--- config.mk ---
export PLATFORM = sky130hd
export DESIGN_NAME = av_signal_top
export DESIGN_NICKNAME = d
export VERILOG_FILES = /design/src/source/av_pkg.sv /design/src/source/av_bus_regs.sv /design/src/source/video_timing_gen.sv /design/src/source/i2s_serializer.sv /design/src/source/av_signal_top.sv
export VERILOG_INCLUDE_DIRS = /design/src /design/src/source
export SDC_FILE = /design/constraint.sdc
export NUM_CORES = 1
export LEC_CHECK = 0
export BUFFER_PORTS_ARGS = -buffer_cell sky130_fd_sc_hd__buf_2
export CORE_UTILIZATION = 35
export CTS_CLUSTER_SIZE = 28
export DETAILED_ROUTE_END_ITERATION = 6
export GPL_TIMING_DRIVEN = 0
export HOLD_SLACK_MARGIN = 0.08
export SLEW_MARGIN = 30
export SYNTH_ARGS = -nofsm -noshare
export SYNTH_HDL_FRONTEND = slang
export SYNTH_SLANG_ARGS = --single-unit
--- constraint.sdc ---
create_clock -name audgen_mclk -period 5.9 [get_ports audgen_mclk]
set_input_delay 0.59 -clock audgen_mclk [delete_from_list [all_inputs] [get_ports audgen_mclk]]
set_output_delay 0.59 -clock audgen_mclk [all_outputs]
set_load 0.1 [all_outputs]
--- src/source/av_consts.svh ---
////////////////////////////////////////////////////////////
// raster geometry, i2s framing and register map constants
// for the audio/video signal generator
////////////////////////////////////////////////////////////

`ifndef AV_CONSTS_SVH
`define AV_CONSTS_SVH

////////////////////////////////////////////////////////////
// raster geometry
////////////////////////////////////////////////////////////

// pixels per line
`define AV_H_BPORCH     10
`define AV_H_ACTIVE     260
`define AV_H_TOTAL      280

// lines per frame
`define AV_V_BPORCH     10
`define AV_V_ACTIVE     234
`define AV_V_TOTAL      850

// hsync column, a few pixels after vsync
`define AV_HS_X         3

////////////////////////////////////////////////////////////
// i2s framing
////////////////////////////////////////////////////////////

// master clocks per bit clock
`define AV_SCLK_DIV     4
// bit clocks per channel slot
`define AV_SLOT_BITS    32
// active sample bits at the head of each slot
`define AV_SAMPLE_BITS  16

////////////////////////////////////////////////////////////
// register map
////////////////////////////////////////////////////////////

// top address byte of the register window
`define AV_REG_REGION   8'hF8

// byte offsets inside the window, low 24 address bits
`define AV_REG_COLOR    24'h00_0000
`define AV_REG_LEFT     24'h00_0004
`define AV_REG_RIGHT    24'h00_0008
`define AV_REG_FRAMES   24'h00_000C

`endif

--- src/source/av_pkg.sv ---
////////////////////////////////////////////////////////////
// shared struct types: wishbone request and response,
// control registers, video and i2s output bundles
////////////////////////////////////////////////////////////

`default_nettype none

package av_pkg;

    ////////////////////////////////////////////////////////////
    // wishbone classic
    ////////////////////////////////////////////////////////////

    // master to slave
    typedef struct packed {
        logic        cyc;
        logic        stb;
        logic        we;
        logic [31:0] adr;
        logic [31:0] dat;
    } wb_req_t;

    // slave to master, dat valid with ack
    typedef struct packed {
        logic        ack;
        logic [31:0] dat;
    } wb_rsp_t;

    ////////////////////////////////////////////////////////////
    // control registers
    ////////////////////////////////////////////////////////////

    // 4 bits per channel
    typedef struct packed {
        logic [3:0] r;
        logic [3:0] g;
        logic [3:0] b;
    } rgb444_t;

    // everything the generators need from the bus side
    typedef struct packed {
        rgb444_t     color;
        logic [15:0] left;
        logic [15:0] right;
    } av_ctrl_t;

    ////////////////////////////////////////////////////////////
    // generator outputs
    ////////////////////////////////////////////////////////////

    typedef struct packed {
        logic [23:0] rgb;
        logic        de;
        logic        vs;
        logic        hs;
    } video_out_t;

    typedef struct packed {
        logic sclk;
        logic lrck;
        logic dac;
    } i2s_out_t;

endpackage

`default_nettype wire

--- src/source/av_bus_regs.sv ---
////////////////////////////////////////////////////////////
// wishbone classic slave, fixed one cycle to ack
// colour, left/right sample and frame count registers
////////////////////////////////////////////////////////////

`timescale 1ns/1ps
`default_nettype none

`include "av_consts.svh"

module av_bus_regs (
    input  logic              audgen_mclk,
    input  logic              reset_n,
    input  av_pkg::wb_req_t   wb_req,
    output av_pkg::wb_rsp_t   wb_rsp,
    input  logic [15:0]       frame_count,
    output av_pkg::av_ctrl_t  ctrl
);

    ////////////////////////////////////////////////////////////
    // decode
    ////////////////////////////////////////////////////////////

    av_pkg::wb_rsp_t  rsp_q;
    av_pkg::av_ctrl_t ctrl_q;
    logic             req_go;
    logic             hit_region;
    logic [23:0]      offset;
    logic [31:0]      rd_mux;

    // new request seen, not already acking it
    assign req_go     = wb_req.cyc && wb_req.stb && !rsp_q.ack;
    assign hit_region = (wb_req.adr[31:24] == `AV_REG_REGION);
    assign offset     = wb_req.adr[23:0];

    // read mux, zero extended
    always_comb begin
        rd_mux = '0;
        if (hit_region) begin
            case (offset)
                `AV_REG_COLOR:  rd_mux = {20'h0, ctrl_q.color};
                `AV_REG_LEFT:   rd_mux = {16'h0, ctrl_q.left};
                `AV_REG_RIGHT:  rd_mux = {16'h0, ctrl_q.right};
                `AV_REG_FRAMES: rd_mux = {16'h0, frame_count};
                // unmapped offsets inside the window
                default:        rd_mux = '0;
            endcase
        end
    end

    ////////////////////////////////////////////////////////////
    // handshake and registers
    ////////////////////////////////////////////////////////////

    always_ff @(posedge audgen_mclk or negedge reset_n) begin
        if (!reset_n) begin
            rsp_q  <= '0;
            ctrl_q <= '0;
        end else begin
            // single cycle ack pulse
            rsp_q.ack <= req_go;

            if (req_go) begin
                // read data lands together with ack
                rsp_q.dat <= rd_mux;

                if (wb_req.we && hit_region) begin
                    case (offset)
                        `AV_REG_COLOR: begin
                            ctrl_q.color <= av_pkg::rgb444_t'(wb_req.dat[11:0]);
                        end
                        `AV_REG_LEFT: begin
                            ctrl_q.left <= wb_req.dat[15:0];
                        end
                        `AV_REG_RIGHT: begin
                            ctrl_q.right <= wb_req.dat[15:0];
                        end
                        // frame count is read only, rest unmapped
                        default: begin
                        end
                    endcase
                end
            end
        end
    end

    assign wb_rsp = rsp_q;
    assign ctrl   = ctrl_q;

endmodule

`default_nettype wire

--- src/source/video_timing_gen.sv ---
////////////////////////////////////////////////////////////
// raster counters, vs/hs/de generation, pixel colouring
// and frame counter
////////////////////////////////////////////////////////////

`timescale 1ns/1ps
`default_nettype none

`include "av_consts.svh"

module video_timing_gen (
    input  logic                audgen_mclk,
    input  logic                reset_n,
    input  av_pkg::av_ctrl_t    ctrl,
    output av_pkg::video_out_t  video,
    output logic [15:0]         frame_count
);

    // counter limits
    localparam logic [9:0] H_LAST = 10'(`AV_H_TOTAL - 1);
    localparam logic [9:0] V_LAST = 10'(`AV_V_TOTAL - 1);
    localparam logic [9:0] HS_X   = 10'(`AV_HS_X);

    // active window, low bound inclusive, high bound exclusive
    localparam logic [9:0] H_DE_LO = 10'(`AV_H_BPORCH);
    localparam logic [9:0] H_DE_HI = 10'(`AV_H_BPORCH + `AV_H_ACTIVE);
    localparam logic [9:0] V_DE_LO = 10'(`AV_V_BPORCH);
    localparam logic [9:0] V_DE_HI = 10'(`AV_V_BPORCH + `AV_V_ACTIVE);

    logic [9:0]         x_q;
    logic [9:0]         y_q;
    logic               x_active;
    logic               y_active;
    logic               frame_start;
    logic [15:0]        frame_q;
    av_pkg::video_out_t video_q;

    assign x_active    = (x_q >= H_DE_LO) && (x_q < H_DE_HI);
    assign y_active    = (y_q >= V_DE_LO) && (y_q < V_DE_HI);
    assign frame_start = (x_q == '0) && (y_q == '0);

    ////////////////////////////////////////////////////////////
    // raster counters
    ////////////////////////////////////////////////////////////

    // x runs every clock, y steps at end of line
    always_ff @(posedge audgen_mclk or negedge reset_n) begin
        if (!reset_n) begin
            x_q <= '0;
            y_q <= '0;
        end else if (x_q == H_LAST) begin
            x_q <= '0;
            if (y_q == V_LAST) begin
                y_q <= '0;
            end else begin
                y_q <= y_q + 10'd1;
            end
        end else begin
            x_q <= x_q + 10'd1;
        end
    end

    ////////////////////////////////////////////////////////////
    // sync, data enable and pixels
    ////////////////////////////////////////////////////////////

    // outputs trail the counters by one cycle
    always_ff @(posedge audgen_mclk or negedge reset_n) begin
        if (!reset_n) begin
            video_q <= '0;
            frame_q <= '0;
        end else begin
            video_q.vs <= frame_start;
            video_q.hs <= (x_q == HS_X);
            video_q.de <= x_active && y_active;

            // nibble in the top of each channel, black when blanked
            if (x_active && y_active) begin
                video_q.rgb <= {ctrl.color.r, 4'h0,
                                ctrl.color.g, 4'h0,
                                ctrl.color.b, 4'h0};
            end else begin
                video_q.rgb <= '0;
            end

            // one count per vsync
            if (frame_start) begin
                frame_q <= frame_q + 16'd1;
            end
        end
    end

    assign video       = video_q;
    assign frame_count = frame_q;

endmodule

`default_nettype wire

--- src/source/i2s_serializer.sv ---
////////////////////////////////////////////////////////////
// i2s output: bit clock divider, slot counter with word
// select, sample latch and msb-first shifter
////////////////////////////////////////////////////////////

`timescale 1ns/1ps
`default_nettype none

`include "av_consts.svh"

module i2s_serializer (
    input  logic              audgen_mclk,
    input  logic              reset_n,
    input  av_pkg::av_ctrl_t  ctrl,
    output av_pkg::i2s_out_t  i2s
);

    localparam int DIV_W  = $clog2(`AV_SCLK_DIV);
    localparam int SLOT_W = $clog2(`AV_SLOT_BITS);
    localparam int SMP_W  = `AV_SAMPLE_BITS;

    localparam logic [DIV_W-1:0]  DIV_LAST  = DIV_W'(`AV_SCLK_DIV - 1);
    localparam logic [SLOT_W-1:0] SLOT_LAST = SLOT_W'(`AV_SLOT_BITS - 1);

    logic [DIV_W-1:0]  div_q;
    logic [SLOT_W-1:0] bit_cnt_q;
    logic              sclk_fall;
    logic              slot_end;
    logic              lrck_q;
    logic              dac_q;
    logic [SMP_W-1:0]  hold_right_q;
    logic [SMP_W-1:0]  shift_q;
    logic [SMP_W-1:0]  next_word;

    ////////////////////////////////////////////////////////////
    // bit clock
    ////////////////////////////////////////////////////////////

    // sclk is the divider msb, it falls as the divider wraps
    always_ff @(posedge audgen_mclk or negedge reset_n) begin
        if (!reset_n) begin
            div_q <= '0;
        end else begin
            div_q <= div_q + 1'b1;
        end
    end

    assign sclk_fall = (div_q == DIV_LAST);
    assign slot_end  = (bit_cnt_q == SLOT_LAST);

    // lrck high now means the left slot starts next
    // left goes straight into the shifter, right waits in hold
    assign next_word = lrck_q ? ctrl.left : hold_right_q;

    ////////////////////////////////////////////////////////////
    // slot counter and shifter
    ////////////////////////////////////////////////////////////

    always_ff @(posedge audgen_mclk or negedge reset_n) begin
        if (!reset_n) begin
            bit_cnt_q    <= '0;
            lrck_q       <= 1'b0;
            dac_q        <= 1'b0;
            hold_right_q <= '0;
            shift_q      <= '0;
        end else if (sclk_fall) begin
            bit_cnt_q <= bit_cnt_q + 1'b1;
            if (slot_end) begin
                // channel switch, msb out right away
                lrck_q  <= ~lrck_q;
                dac_q   <= next_word[SMP_W-1];
                shift_q <= {next_word[SMP_W-2:0], 1'b0};
                if (lrck_q) begin
                    hold_right_q <= ctrl.right;
                end
            end else begin
                // zeros shifted in fill the tail of the slot
                dac_q   <= shift_q[SMP_W-1];
                shift_q <= {shift_q[SMP_W-2:0], 1'b0};
            end
        end
    end

    assign i2s.sclk = div_q[DIV_W-1];
    assign i2s.lrck = lrck_q;
    assign i2s.dac  = dac_q;

endmodule

`default_nettype wire

--- src/source/av_signal_top.sv ---
////////////////////////////////////////////////////////////
// signal generator top: bus registers feeding the video
// timing generator and the i2s serializer
////////////////////////////////////////////////////////////

`timescale 1ns/1ps
`default_nettype none

module av_signal_top (
    input  logic                audgen_mclk,
    input  logic                reset_n,
    input  av_pkg::wb_req_t     wb_req,
    output av_pkg::wb_rsp_t     wb_rsp,
    output av_pkg::video_out_t  video,
    output av_pkg::i2s_out_t    i2s
);

    // register values out to both generators
    av_pkg::av_ctrl_t ctrl;
    // frame count back from video for readout
    logic [15:0]      frame_count;

    ////////////////////////////////////////////////////////////
    // host bus
    ////////////////////////////////////////////////////////////

    av_bus_regs u_bus_regs (
        .audgen_mclk (audgen_mclk),
        .reset_n     (reset_n),
        .wb_req      (wb_req),
        .wb_rsp      (wb_rsp),
        .frame_count (frame_count),
        .ctrl        (ctrl)
    );

    ////////////////////////////////////////////////////////////
    // video
    ////////////////////////////////////////////////////////////

    video_timing_gen u_video (
        .audgen_mclk (audgen_mclk),
        .reset_n     (reset_n),
        .ctrl        (ctrl),
        .video       (video),
        .frame_count (frame_count)
    );

    ////////////////////////////////////////////////////////////
    // audio
    ////////////////////////////////////////////////////////////

    // same clock, sclk derived inside
    i2s_serializer u_i2s (
        .audgen_mclk (audgen_mclk),
        .reset_n     (reset_n),
        .ctrl        (ctrl),
        .i2s         (i2s)
    );

endmodule

`default_nettype wire

==> run metrics, run 1 <==
PnR Total Power 2.349 mW; die area 21,420 µm²; initial antenna violation count 0; Antenna Cells 0; MaxCap Viol Count 0; worst slew pin tran 0.7449 ns; Clock Latency Late Sink 0.42 ns; Adder-Cell Fraction of Synth Area 0.01716; Initial Utilization 0.3593; Worst Setup SP u_i2s.bit_cnt_q[0]; sw frac 0.2516; Pwr Density 266.5 nW/µm²; CP cell instances ha_1 -> and3_1 -> ha_1 -> clkbuf_1 -> nand3_1 -> clkbuf_1 -> mux2_2; Max clock buf depth 2; ys async rst share 1.000; NetSw 591.0 µW; post-synthesis sequential area ratio 0.5215; slowest CP cell clkbuf_1; Synth Area in Compound Gates 0.04581; syn_area_per_cell 12.36 µm²; Startpoint Class flip-flop; Max Slew Vio Count 0; final WL 15,720 µm; Final ANT Viol Nets 0; number of synthesized flops with an enable pin 0; sequential cell area 3804 µm²; clk root buf clkbuf_16; Netlist cell types 49; Worst path max stage delay 0.55 ns; Setup Viol. Count Final 0; Netlist Area Pre-Place 7293 µm²; Post-CTS Setup Bufs 0; DR DRC count 0; RSZ-0062 raised after global routing false; Critical Path Fanout Max 10; Hold Crit Class in -> async; hold_ws 0.1098 ns; sequential share of power 0.444; row cnt 52; clock network power share 0.487; dpl ws 3.122 ns; final-report hold violation count 0; Synth Area in XOR/XNOR 0.03362; I/O Buffers 85; gpl congestion 0.7869; Most used DFF post-synth dfrtp_1; Area Overhead vs Synth 20.83%; Reg2Reg Launch Point u_i2s.bit_cnt_q[0]; Tmin final 2.528 ns; Gate power share 0.069; LEAKAGE 4.355 nW; GR Overflow Total 0; Chip Height 146.4 µm; CTS sink cnt 152; routed via count 4,829; WP data arrival 2.83 ns; clk_skew 0.01056 ns; Clock transition at path regs 0.06 ns; core area 20,300 µm²; Critical Path RT 6.20 ns; hold buffer count at cts 0; Post-Syn Instances 590; Die Width 146.4 µm; Synth Area in Simple Gates 0.1294; Synth Register Bits 152; fill count 1,904; CP endpoint kind flip-flop; post-DP HPWL 11,040 µm; average wire per standard cell 15.64 µm; Fin Setup TNS 0 ns; Int Pwr 1.758 mW; CTS tree yes; Yosys Warn Count 0; first-pass GRT wire length 25,190 µm; largest net degree at the start of global routing 80; Peak VDD IR 0.0001999 V; Via-to-Cell Ratio 4.805; combinational family with the most area after synthesis multiplexers; H-tree Lvls 4; CTS resizes 0; maximum clock rate 395.5 MHz; Slew headroom 0.4997; CTS Buf Count 17; period utilization 0.4285; Multi-input gate area 3144 µm²; WS Path Type reg -> reg; PnR worst setup slack 3.372 ns; CP top delay family buffers and inverters; Buf/Inv on CP 2; nets@finish 801; first-pass iteration count of the detailed router 5; initial DRC count 239; number of global-route vias before repair 4,578; Ports 132; layout cells sized above 1 0.3565; Total Routing Usage GR 0.1529; status completed; post-synthesis mux area share 0.1908
[kinds of logic after synthesis]
| family | count (synthesis) |
|---|---|
| buffers and inverters | 80 |
| DFF | 152 |
| and+or+nand+nor | 152 |
| xor gates and xnor gates | 28 |
| adders and majority gates | 10 |
| other | 1 |
| muxes | 110 |
| AOI/OAI and AO/OA | 57 |
[per-stage QoR]
stage          utilization  area [µm²]  cells
3_3_place_gp        0.4019        8158    972
2_1_floorplan            -        7395    617
4_1_cts             0.4341        8812   1005
3_5_place_dp        0.4037        8195    973
6_report            0.4341        8812   1005
5_1_grt             0.4341        8812   1005
[path summary, 6_finish.rpt]
kind	slack, ns	endpoint	depth (start not counted)
worst max-delay path	3.37	u_i2s.hold_right_q[9]	7
worst min-delay path	0.11	u_video.video[24]	1
worst max register to register	3.37	u_i2s.hold_right_q[9]	7
worst min register to register	0.42	u_i2s.div_q[0]	1
max in group asynchronous	5.00	u_i2s.bit_cnt_q[4]	2
min in group audgen_mclk	0.42	u_i2s.div_q[0]	1
[power by group through the flow]
stage               sequential, mW  clock [mW]  combinational [mW]
floorplan                     1.07           0               0.108
global placement              1.06           0               0.161
detailed placement            1.06           0               0.164
CTS                           1.04        1.17               0.164
global route                  1.04        1.21               0.171
finish                        1.04        1.14               0.162
[per-layer routing]
metal / global-route usage / vias up / wire length (µm)
li1: - / 2307 / -
met1: 0.2212 / 2363 / 7847
met2: 0.2245 / 146 / 6814
met3: 0.04063 / 13 / 904
met4: 0.04219 / 0 / 154
met5: 0 / - / 0
[cells in the mapped netlist, types with 2 or more instances]
| master | number | area share |
|---|---|---|
| dfrtp_1 | 152 | 0.52 |
| mux2_2 | 70 | 0.11 |
| buf_4 | 33 | 0.034 |
| nand2_1 | 28 | 0.014 |
| nor2_1 | 27 | 0.014 |
| inv_1 | 24 | 0.012 |
| o21ai_0 | 23 | 0.016 |
| xor2_1 | 18 | 0.022 |
| a21oi_1 | 16 | 0.011 |
| mux2i_1 | 16 | 0.022 |
| and2_1 | 14 | 0.012 |
| clkbuf_1 | 14 | 0.0072 |
| nand3_1 | 14 | 0.0096 |
| nor3_1 | 13 | 0.0089 |
| mux4_2 | 12 | 0.037 |
| nand4_1 | 12 | 0.010 |
| and3_1 | 10 | 0.0086 |
| ha_1 | 10 | 0.017 |
| mux2_4 | 10 | 0.021 |
| xnor2_1 | 10 | 0.012 |
| and4_1 | 6 | 0.0072 |
| buf_2 | 6 | 0.0041 |
| nor4_1 | 6 | 0.0051 |
| a22o_1 | 5 | 0.0060 |
| a22oi_1 | 4 | 0.0041 |
| nor2b_1 | 4 | 0.0034 |
| nor4_4 | 4 | 0.012 |
| a31oi_1 | 3 | 0.0026 |
| and4bb_2 | 2 | 0.0034 |
| buf_6 | 2 | 0.0031 |
| mux2_1 | 2 | 0.0031 |
| nor4_2 | 2 | 0.0034 |
| nor4bb_1 | 2 | 0.0027 |
[state kept, by name, summed over array words and instances, names as in the netlist]
name and count:
u_bus_regs.wb_rsp 17, u_i2s.div_q 2, u_i2s.dac_q 1, u_bus_regs.ctrl 44
u_video.y_q 10, u_video.frame_count 16, u_video.x_q 10, u_i2s.hold_right_q 16
u_i2s.shift_q 15, u_video.video 15, u_i2s.lrck_q 1, u_i2s.bit_cnt_q 5
[cell type report]
type | count | share of cell area
Buffer | 56 | 0.04047
Clock buffer | 18 | 0.04870
Clock inverter | 14 | 0.02130
Inverter | 24 | 0.01022
Multi-Input combinational cell | 385 | 0.3568
Sequential cell | 152 | 0.4316
Tap cell | 270 | 0.03834
Timing Repair Buffer | 86 | 0.05253
[worst reg2reg max path, cell delays in order, from the launching register on]
cell	delay, ns
dfrtp_1	0.41
ha_1	0.22
and3_1	0.19
ha_1	0.17
clkbuf_1	0.13
nand3_1	0.33
clkbuf_1	0.56
mux2_2	0.42
[placed cells by master, fill, tap and decap left out, drive strengths merged, types with 2 or more instances in the layout]
cell,instances
mux2,82
nand3,15
nor4,12
clkinv,2
clkbuf,32
nor3,13
a31oi,3
nor2,27
nor4bb,2
nand3b,2
a21oi,16
nor2b,4
nand4,13
buf,128
bufinv,3
and2,14
o21ai,23
xor2,18
xnor2,10
and3,10
a22oi,4
a22o,5
inv,31
nand2,28
mux4,12
clkinvlp,2
ha,10
and4,6
dfrtp,152
and4bb,2
conb,28
mux2i,16
(Power assumes the default switching activity.)
==> inputs of run 2 (changes only) <==
Clock period 5.9 ns to 2.3 ns, I/O delays scaled along.
==> run 2 against run 1 <==
Compared with the run above:
- maximum frequency up 17%
- sequential power rose to 2.6 times the previous value
- clock-buffer cell count down 1
- sequential share of layout area down 0.87 points
- critical path type unchanged
- highest routed layer unchanged
==> run metrics, run 2 (same netlist as run 1, synthesis figures left out) <==
average wire per standard cell 15.69 µm (+0.30%); status completed; routed via count 4,940 (+2.3%); I/O Buffers 85 (unchanged); die area 21,420 µm² (unchanged); CP endpoint kind flip-flop; Via-to-Cell Ratio 4.815 (+0.20%); CTS tree yes; sequential share of power 0.455 (+0.011); nets@finish 822 (+2.6%); NetSw 1.560 mW (+160%); RSZ-0062 raised after global routing false; DP Area 8197 µm² (about the same); Total Routing Usage GR 0.1609 (+0.007987); Setup Viol. Count Final 0 (unchanged); Slew headroom 0.5650 (+0.06528); post-DP HPWL 11,180 µm (+1.2%); Final Instance Count excl. Fillers 1,026 (+2.1%); Multi-input gate area 3158 µm² (+0.44%); most frequent cells in the layout 151 x dfrtp_1, 90 x buf_2, 70 x mux2_2; CTS sink cnt 152 (unchanged); WP data arrival 2.47 ns (-0.36 ns); Cells after DPL 973 (unchanged); Gate power share 0.075 (+0.006); Tmin final 2.162 ns (-0.3662 ns); Initial Utilization 0.3593 (unchanged); Worst path max stage delay 0.46 ns (-0.09 ns); Critical Path Fanout Max 10 (unchanged); Antenna Cells 0 (unchanged); final-report hold violation count 0 (unchanged); post-route cell area 8996 µm² (+2.1%); final WL 16,100 µm (+2.4%); hold_ws 0.1711 ns (+0.06131 ns); Hold Crit Class in -> reg; Int Pwr 4.315 mW (+150%); Fin Setup TNS 0 ns (unchanged); Critical Path RT 2.61 ns (-3.59 ns); GR Overflow Total 0 (unchanged); Clock Latency Late Sink 0.43 ns (about the same); Die Width 146.4 µm (unchanged); LEAKAGE 4.442 nW (+2.0%); DR DRC count 0 (unchanged); number of global-route vias before repair 4,839 (+5.7%); CTS Buf Count 17 (unchanged); layout cells sized above 1 0.3585 (+0.002003); clk root buf clkbuf_16; Startpoint Class flip-flop; Buf/Inv on CP 2 (unchanged); Peak VDD IR 0.0005199 V (+160%); H-tree Lvls 4 (unchanged); largest net degree at the start of global routing 86 (+7.5%); fill count 1,926 (+1.2%); commonest non-fill, non-tap cell in the layout dfrtp_1; sequential cell area 3805 µm² (about the same); clk_skew 0.01096 ns (+0.0003997 ns); max reg flops 44 (unchanged); Area Overhead vs Synth 23.35%; slowest CP cell nor4_4; period utilization 0.9400 (+0.5115); MaxCap Viol Count 0 (unchanged); core area 20,300 µm² (unchanged); CP top delay family simple AND/OR/NAND/NOR gates; WS Path Type reg -> reg; initial DRC count 229 (-4.2%); Chip Height 146.4 µm (unchanged); worst slew pin tran 0.6477 ns (-0.09719 ns); Max Slew Vio Count 0 (unchanged); Ports 132 (unchanged); sw frac 0.2655 (+0.01388); Final ANT Viol Nets 0 (unchanged); CP cell instances nand3b_4 -> inv_1 -> nand3_2 -> nor4_4 -> buf_4 -> mux2_2; first-pass GRT wire length 26,410 µm (+4.8%); gpl congestion 0.7745 (-1.6%); first-pass iteration count of the detailed router 4 (-1); maximum clock rate 462.5 MHz (+17%); clock network power share 0.470 (-0.017); Pwr Density 653.1 nW/µm² (+150%); Max clock buf depth 2 (unchanged); Clock transition at path regs 0.07 ns (about the same); row cnt 52 (unchanged); initial antenna violation count 0 (unchanged)
[run 2: cell types whose count changed in the layout (fill, tap and decap cells not counted), sizes merged]
cell and delta:
inv +1, dlygate4sd3 +17, clkbuf -1, bufinv -2, buf +4, clkinvlp +2
[run 2: repair_timing]
action	4_1_cts	5_1_grt
hold buffers	17	0
endpoints found under the setup margin	29	35
endpoints found under the hold margin	105	0
gates resized for setup	4	1
pin swaps	0	3
setup buffers	0	4
[run 2: stage by stage]
stage	util	power, mW	worst slack, ns
floorplan	-	3.010	0.1450
CTS	0.4414	5.949	0.01586
detailed placement	0.4038	3.143	-0.2523
finish	0.4432	5.875	0.1380
global route	0.4432	6.090	0.0008564
global placement	0.4019	3.137	-1.679
[run 2: power by group through the flow]
stage	clock (mW)	combinational (mW)	sequential, mW
after floorplan	0	0.277	2.73
after global placement	0	0.412	2.73
after detailed placement	0	0.419	2.72
after CTS	2.83	0.442	2.67
after global routing	2.95	0.465	2.67
final	2.76	0.439	2.67
[run 2: tightest hold or removal path: stages]
cell and delay (ns):
buf_2 0.11, nand3b_4 0.12, inv_1 0.09
[run 2: final cells by class]
type,instances,area share
flip-flops and latches,152,0.4229
multi-input cells,385,0.3510
repair buffers,107,0.07371
clock buffers,17,0.04729
plain buffers,56,0.04019
well taps,270,0.03755
clock inverters,15,0.01725
inverters,24,0.01001
[run 2: metal layers]
| metal | wire length, µm | share of wire | vias up | global-route usage |
|---|---|---|---|---|
| li1 | - | - | 2346 | - |
| met1 | 7880 | 0.49 | 2458 | 0.2306 |
| met2 | 7324 | 0.45 | 126 | 0.2383 |
| met3 | 723 | 0.045 | 10 | 0.04094 |
| met4 | 168 | 0.010 | 0 | 0.04844 |
| met5 | 0 | 0 | - | 0 |
[run 2: path summary, 6_finish.rpt]
check                                      startpoint                     to  slack (ns)  depth (start not counted)
worst max-delay path            u_bus_regs.wb_rsp[32]    u_bus_regs.ctrl[37]        0.14                          6
worst min-delay path                       wb_req[66]  u_bus_regs.wb_rsp[32]        0.17                          3
worst max register to register  u_bus_regs.wb_rsp[32]    u_bus_regs.ctrl[37]        0.14                          6
worst min register to register         u_i2s.div_q[0]         u_i2s.div_q[0]        0.43                          1
max in group asynchronous                     reset_n  u_bus_regs.wb_rsp[32]        1.14                          3
min in group asynchronous                     reset_n      u_video.video[24]        0.34                          2
==> inputs of run 3 (changes only) <==
--- a/constraint.sdc
+++ b/constraint.sdc
@@ -3,2 +3,2 @@
 set_output_delay 0.23 -clock audgen_mclk [all_outputs]
-set_load 0.1 [all_outputs]
+set_load 0.005 [all_outputs]
==> run 3 against run 2 <==
Compared with the run above:
- die area unchanged
- register-to-register slack worse by 0.04 ns
- final cell count down 0.49%
- wire length down 1.7%
- critical endpoint is now u_bus_regs.ctrl[11]
- clock skew down 0.0016 ns
- total power down 0.40%
- first-iteration DRC count up 15%
- hold slack worse by 0.052 ns
- worst setup slack worse by 0.043 ns
- non-clock buffer count down 5
- sequential power about the same
- critical path type unchanged
- clock-buffer cell count up 1
==> run metrics, run 3 (same netlist as run 1, synthesis figures left out) <==
Peak VDD IR 0.0005155 V (-0.85%); layout cells sized above 1 0.3542 (-0.004271); critical path endpoint u_bus_regs.ctrl[11]; Hold Crit Class in -> reg; worst slew pin tran 0.7585 ns (+0.1108 ns); reg2reg end u_bus_regs.ctrl[11]; commonest non-fill, non-tap cell in the layout dfrtp_1; clk root buf clkbuf_16; dpl ws -0.2388 ns (+0.01355 ns); CTS sink cnt 152 (unchanged); Reg2Reg Setup Slack 0.09 ns (-0.04 ns); Die Width 146.4 µm (unchanged); CP endpoint kind flip-flop; Most Used Layer, Global Route met2; Startpoint Class flip-flop; post-DP HPWL 11,040 µm (-1.2%); clk_skew 0.009402 ns (-0.001560 ns); CTS tree yes; initial antenna violation count 0 (unchanged); DR DRC count 0 (unchanged); max reg flops 44 (unchanged); first-pass GRT wire length 25,360 µm (-3.9%); Clock transition at path regs 0.07 ns (about the same); LEAKAGE 4.443 nW (about the same); fill count 1,897 (-1.5%); Via-to-Cell Ratio 4.757 (-1.2%); die area 21,420 µm² (unchanged); nets@finish 817 (-0.61%); RSZ-0062 raised after global routing true; grt met2 use 0.2269 (-0.01143); Reg2Reg Launch Point u_bus_regs.wb_rsp[32]; clock network power share 0.502 (+0.032); period utilization 0.9587 (+0.01876); Antenna Cells 0 (unchanged); Pwr Density 651.0 nW/µm² (-0.31%); Finished Core Util 0.4428 (about the same); number of global-route vias before repair 4,639 (-4.1%); Final ANT Viol Nets 0 (unchanged); H-tree Lvls 4 (unchanged); average wire per standard cell 15.49 µm (-1.2%); met1 Use GR 0.2229 (-0.007772); WP data arrival 2.51 ns (+0.04 ns); WS Path Type reg -> reg; GR Util met3 0.03875 (-0.002188); Slew headroom 0.4906 (-0.07440); first-pass iteration count of the detailed router 5 (+1); Area Overhead vs Synth 23.25% (about the same); Critical Path Fanout Max 10 (unchanged); CTS Buf Count 17 (unchanged); routed via count 4,857 (-1.7%); most frequent cells in the layout 152 x dfrtp_1, 90 x buf_2, 70 x mux2_2; I/O Buffers 85 (unchanged); largest net degree at the start of global routing 80 (-7.0%); Worst R2R Path Depth 6 (unchanged); Critical Path RT 2.60 ns (about the same); gpl congestion 0.7869 (+1.6%); final WL 15,820 µm (-1.7%); Clock Latency Late Sink 0.42 ns (about the same); Total Routing Usage GR 0.1537 (-0.007160); Max clock buf depth 2 (unchanged); Worst Setup SP u_bus_regs.wb_rsp[32]; Gate power share 0.041 (-0.034); final-report hold violation count 0 (unchanged); row cnt 52 (unchanged); Max Slew Vio Count 0 (unchanged); sw frac 0.2271 (-0.03840); Int Pwr 4.523 mW (+4.8%); Tmin final 2.205 ns (+0.04315 ns); Chip Height 146.4 µm (unchanged); Ports 132 (unchanged); Initial Utilization 0.3593 (unchanged); GR Overflow Total 0 (unchanged); initial DRC count 264 (+15%); core area 20,300 µm² (unchanged); maximum clock rate 453.5 MHz (-2.0%); PnR worst setup slack 0.09490 ns (-0.04315 ns); NetSw 1.329 mW (-15%); Setup Viol. Count Final 0 (unchanged); status completed; sequential share of power 0.457 (+0.002); MaxCap Viol Count 0 (unchanged)
run 3: changes by cell type in the layout (fill, tap and decap cells not counted), sizes merged:
| cell | change |
|---|---|
| dlygate4sd3 | -2 |
| clkbuf | +1 |
| clkinvlp | -2 |
| inv | -1 |
| buf | -3 |
| bufinv | +2 |
run 3: worst min-delay path by stage:
| stage | startpoint | to | cells after the start |
|---|---|---|---|
| final | wb_req[7] | u_bus_regs.ctrl[23] | 2 |
| after global routing | wb_req[11] | u_bus_regs.ctrl[27] | 2 |
| after CTS | wb_req[11] | u_bus_regs.ctrl[27] | 2 |
| after detailed placement | reset_n | u_video.video[24] | 1 |
| after global placement | u_i2s.div_q[0] | u_i2s.div_q[0] | 1 |
| after floorplan | reset_n | u_bus_regs.ctrl[0] | 0 |
run 3: worst max-delay path: stages, from the launching register on:
cell,delay [ns]
dfrtp_1,0.38
nand3b_4,0.20
inv_1,0.12
nand3_2,0.16
nor4_4,0.62
buf_6,0.26
mux2_2,0.34
run 3: per-layer routing:
layer,wire length (µm),vias up
met1,8104,2375
met4,150,0
met2,6863,134
li1,-,2335
met5,0,-
met3,700,13
run 3: repair_timing:
action | CTS | global route
resized for setup | 3 | 2
setup endpoints to repair | 19 | 32
buffers inserted | 0 | 1
pin swaps | 0 | 2
hold buffers | 15 | 0
endpoints found under the hold margin | 110 | 0
run 3: area by class of cell:
type                       instances  area [µm²]  area share
multi-input combinational        385        3158      0.3513
clock buffer                      18       429.2     0.04775
sequential                       152        3804      0.4232
tap                              270       337.8     0.03758
buffer                            56       361.6     0.04023
timing repair buffer             102       620.6     0.06904
inverter                          24       90.09     0.01002
clock inverter                    14       187.7     0.02088
run 3: power by group through the flow:
stage               sequential [mW]  clock (mW)  combinational, mW
global placement               2.72           0              0.215
finish                         2.67        2.94              0.239
detailed placement             2.72           0              0.222
global route                   2.67        3.12              0.264
floorplan                      2.73           0             0.0868
CTS                            2.67        3.00              0.243
run 3: stage by stage:
stage                     setup TNS, ns  cell area, µm²  instances  power [mW]  hold slack (ns)
after floorplan                       0            7395        617       2.812         -0.06559
after global placement          -215.92            8158        972       2.940           0.4109
after detailed placement         -4.980            8195        973       2.947           0.2456
after CTS                             0            8967       1020       5.916          0.09037
after global routing         -0.0001117            8989       1021       6.053          0.09345
final                                 0            8989       1021       5.852           0.1195
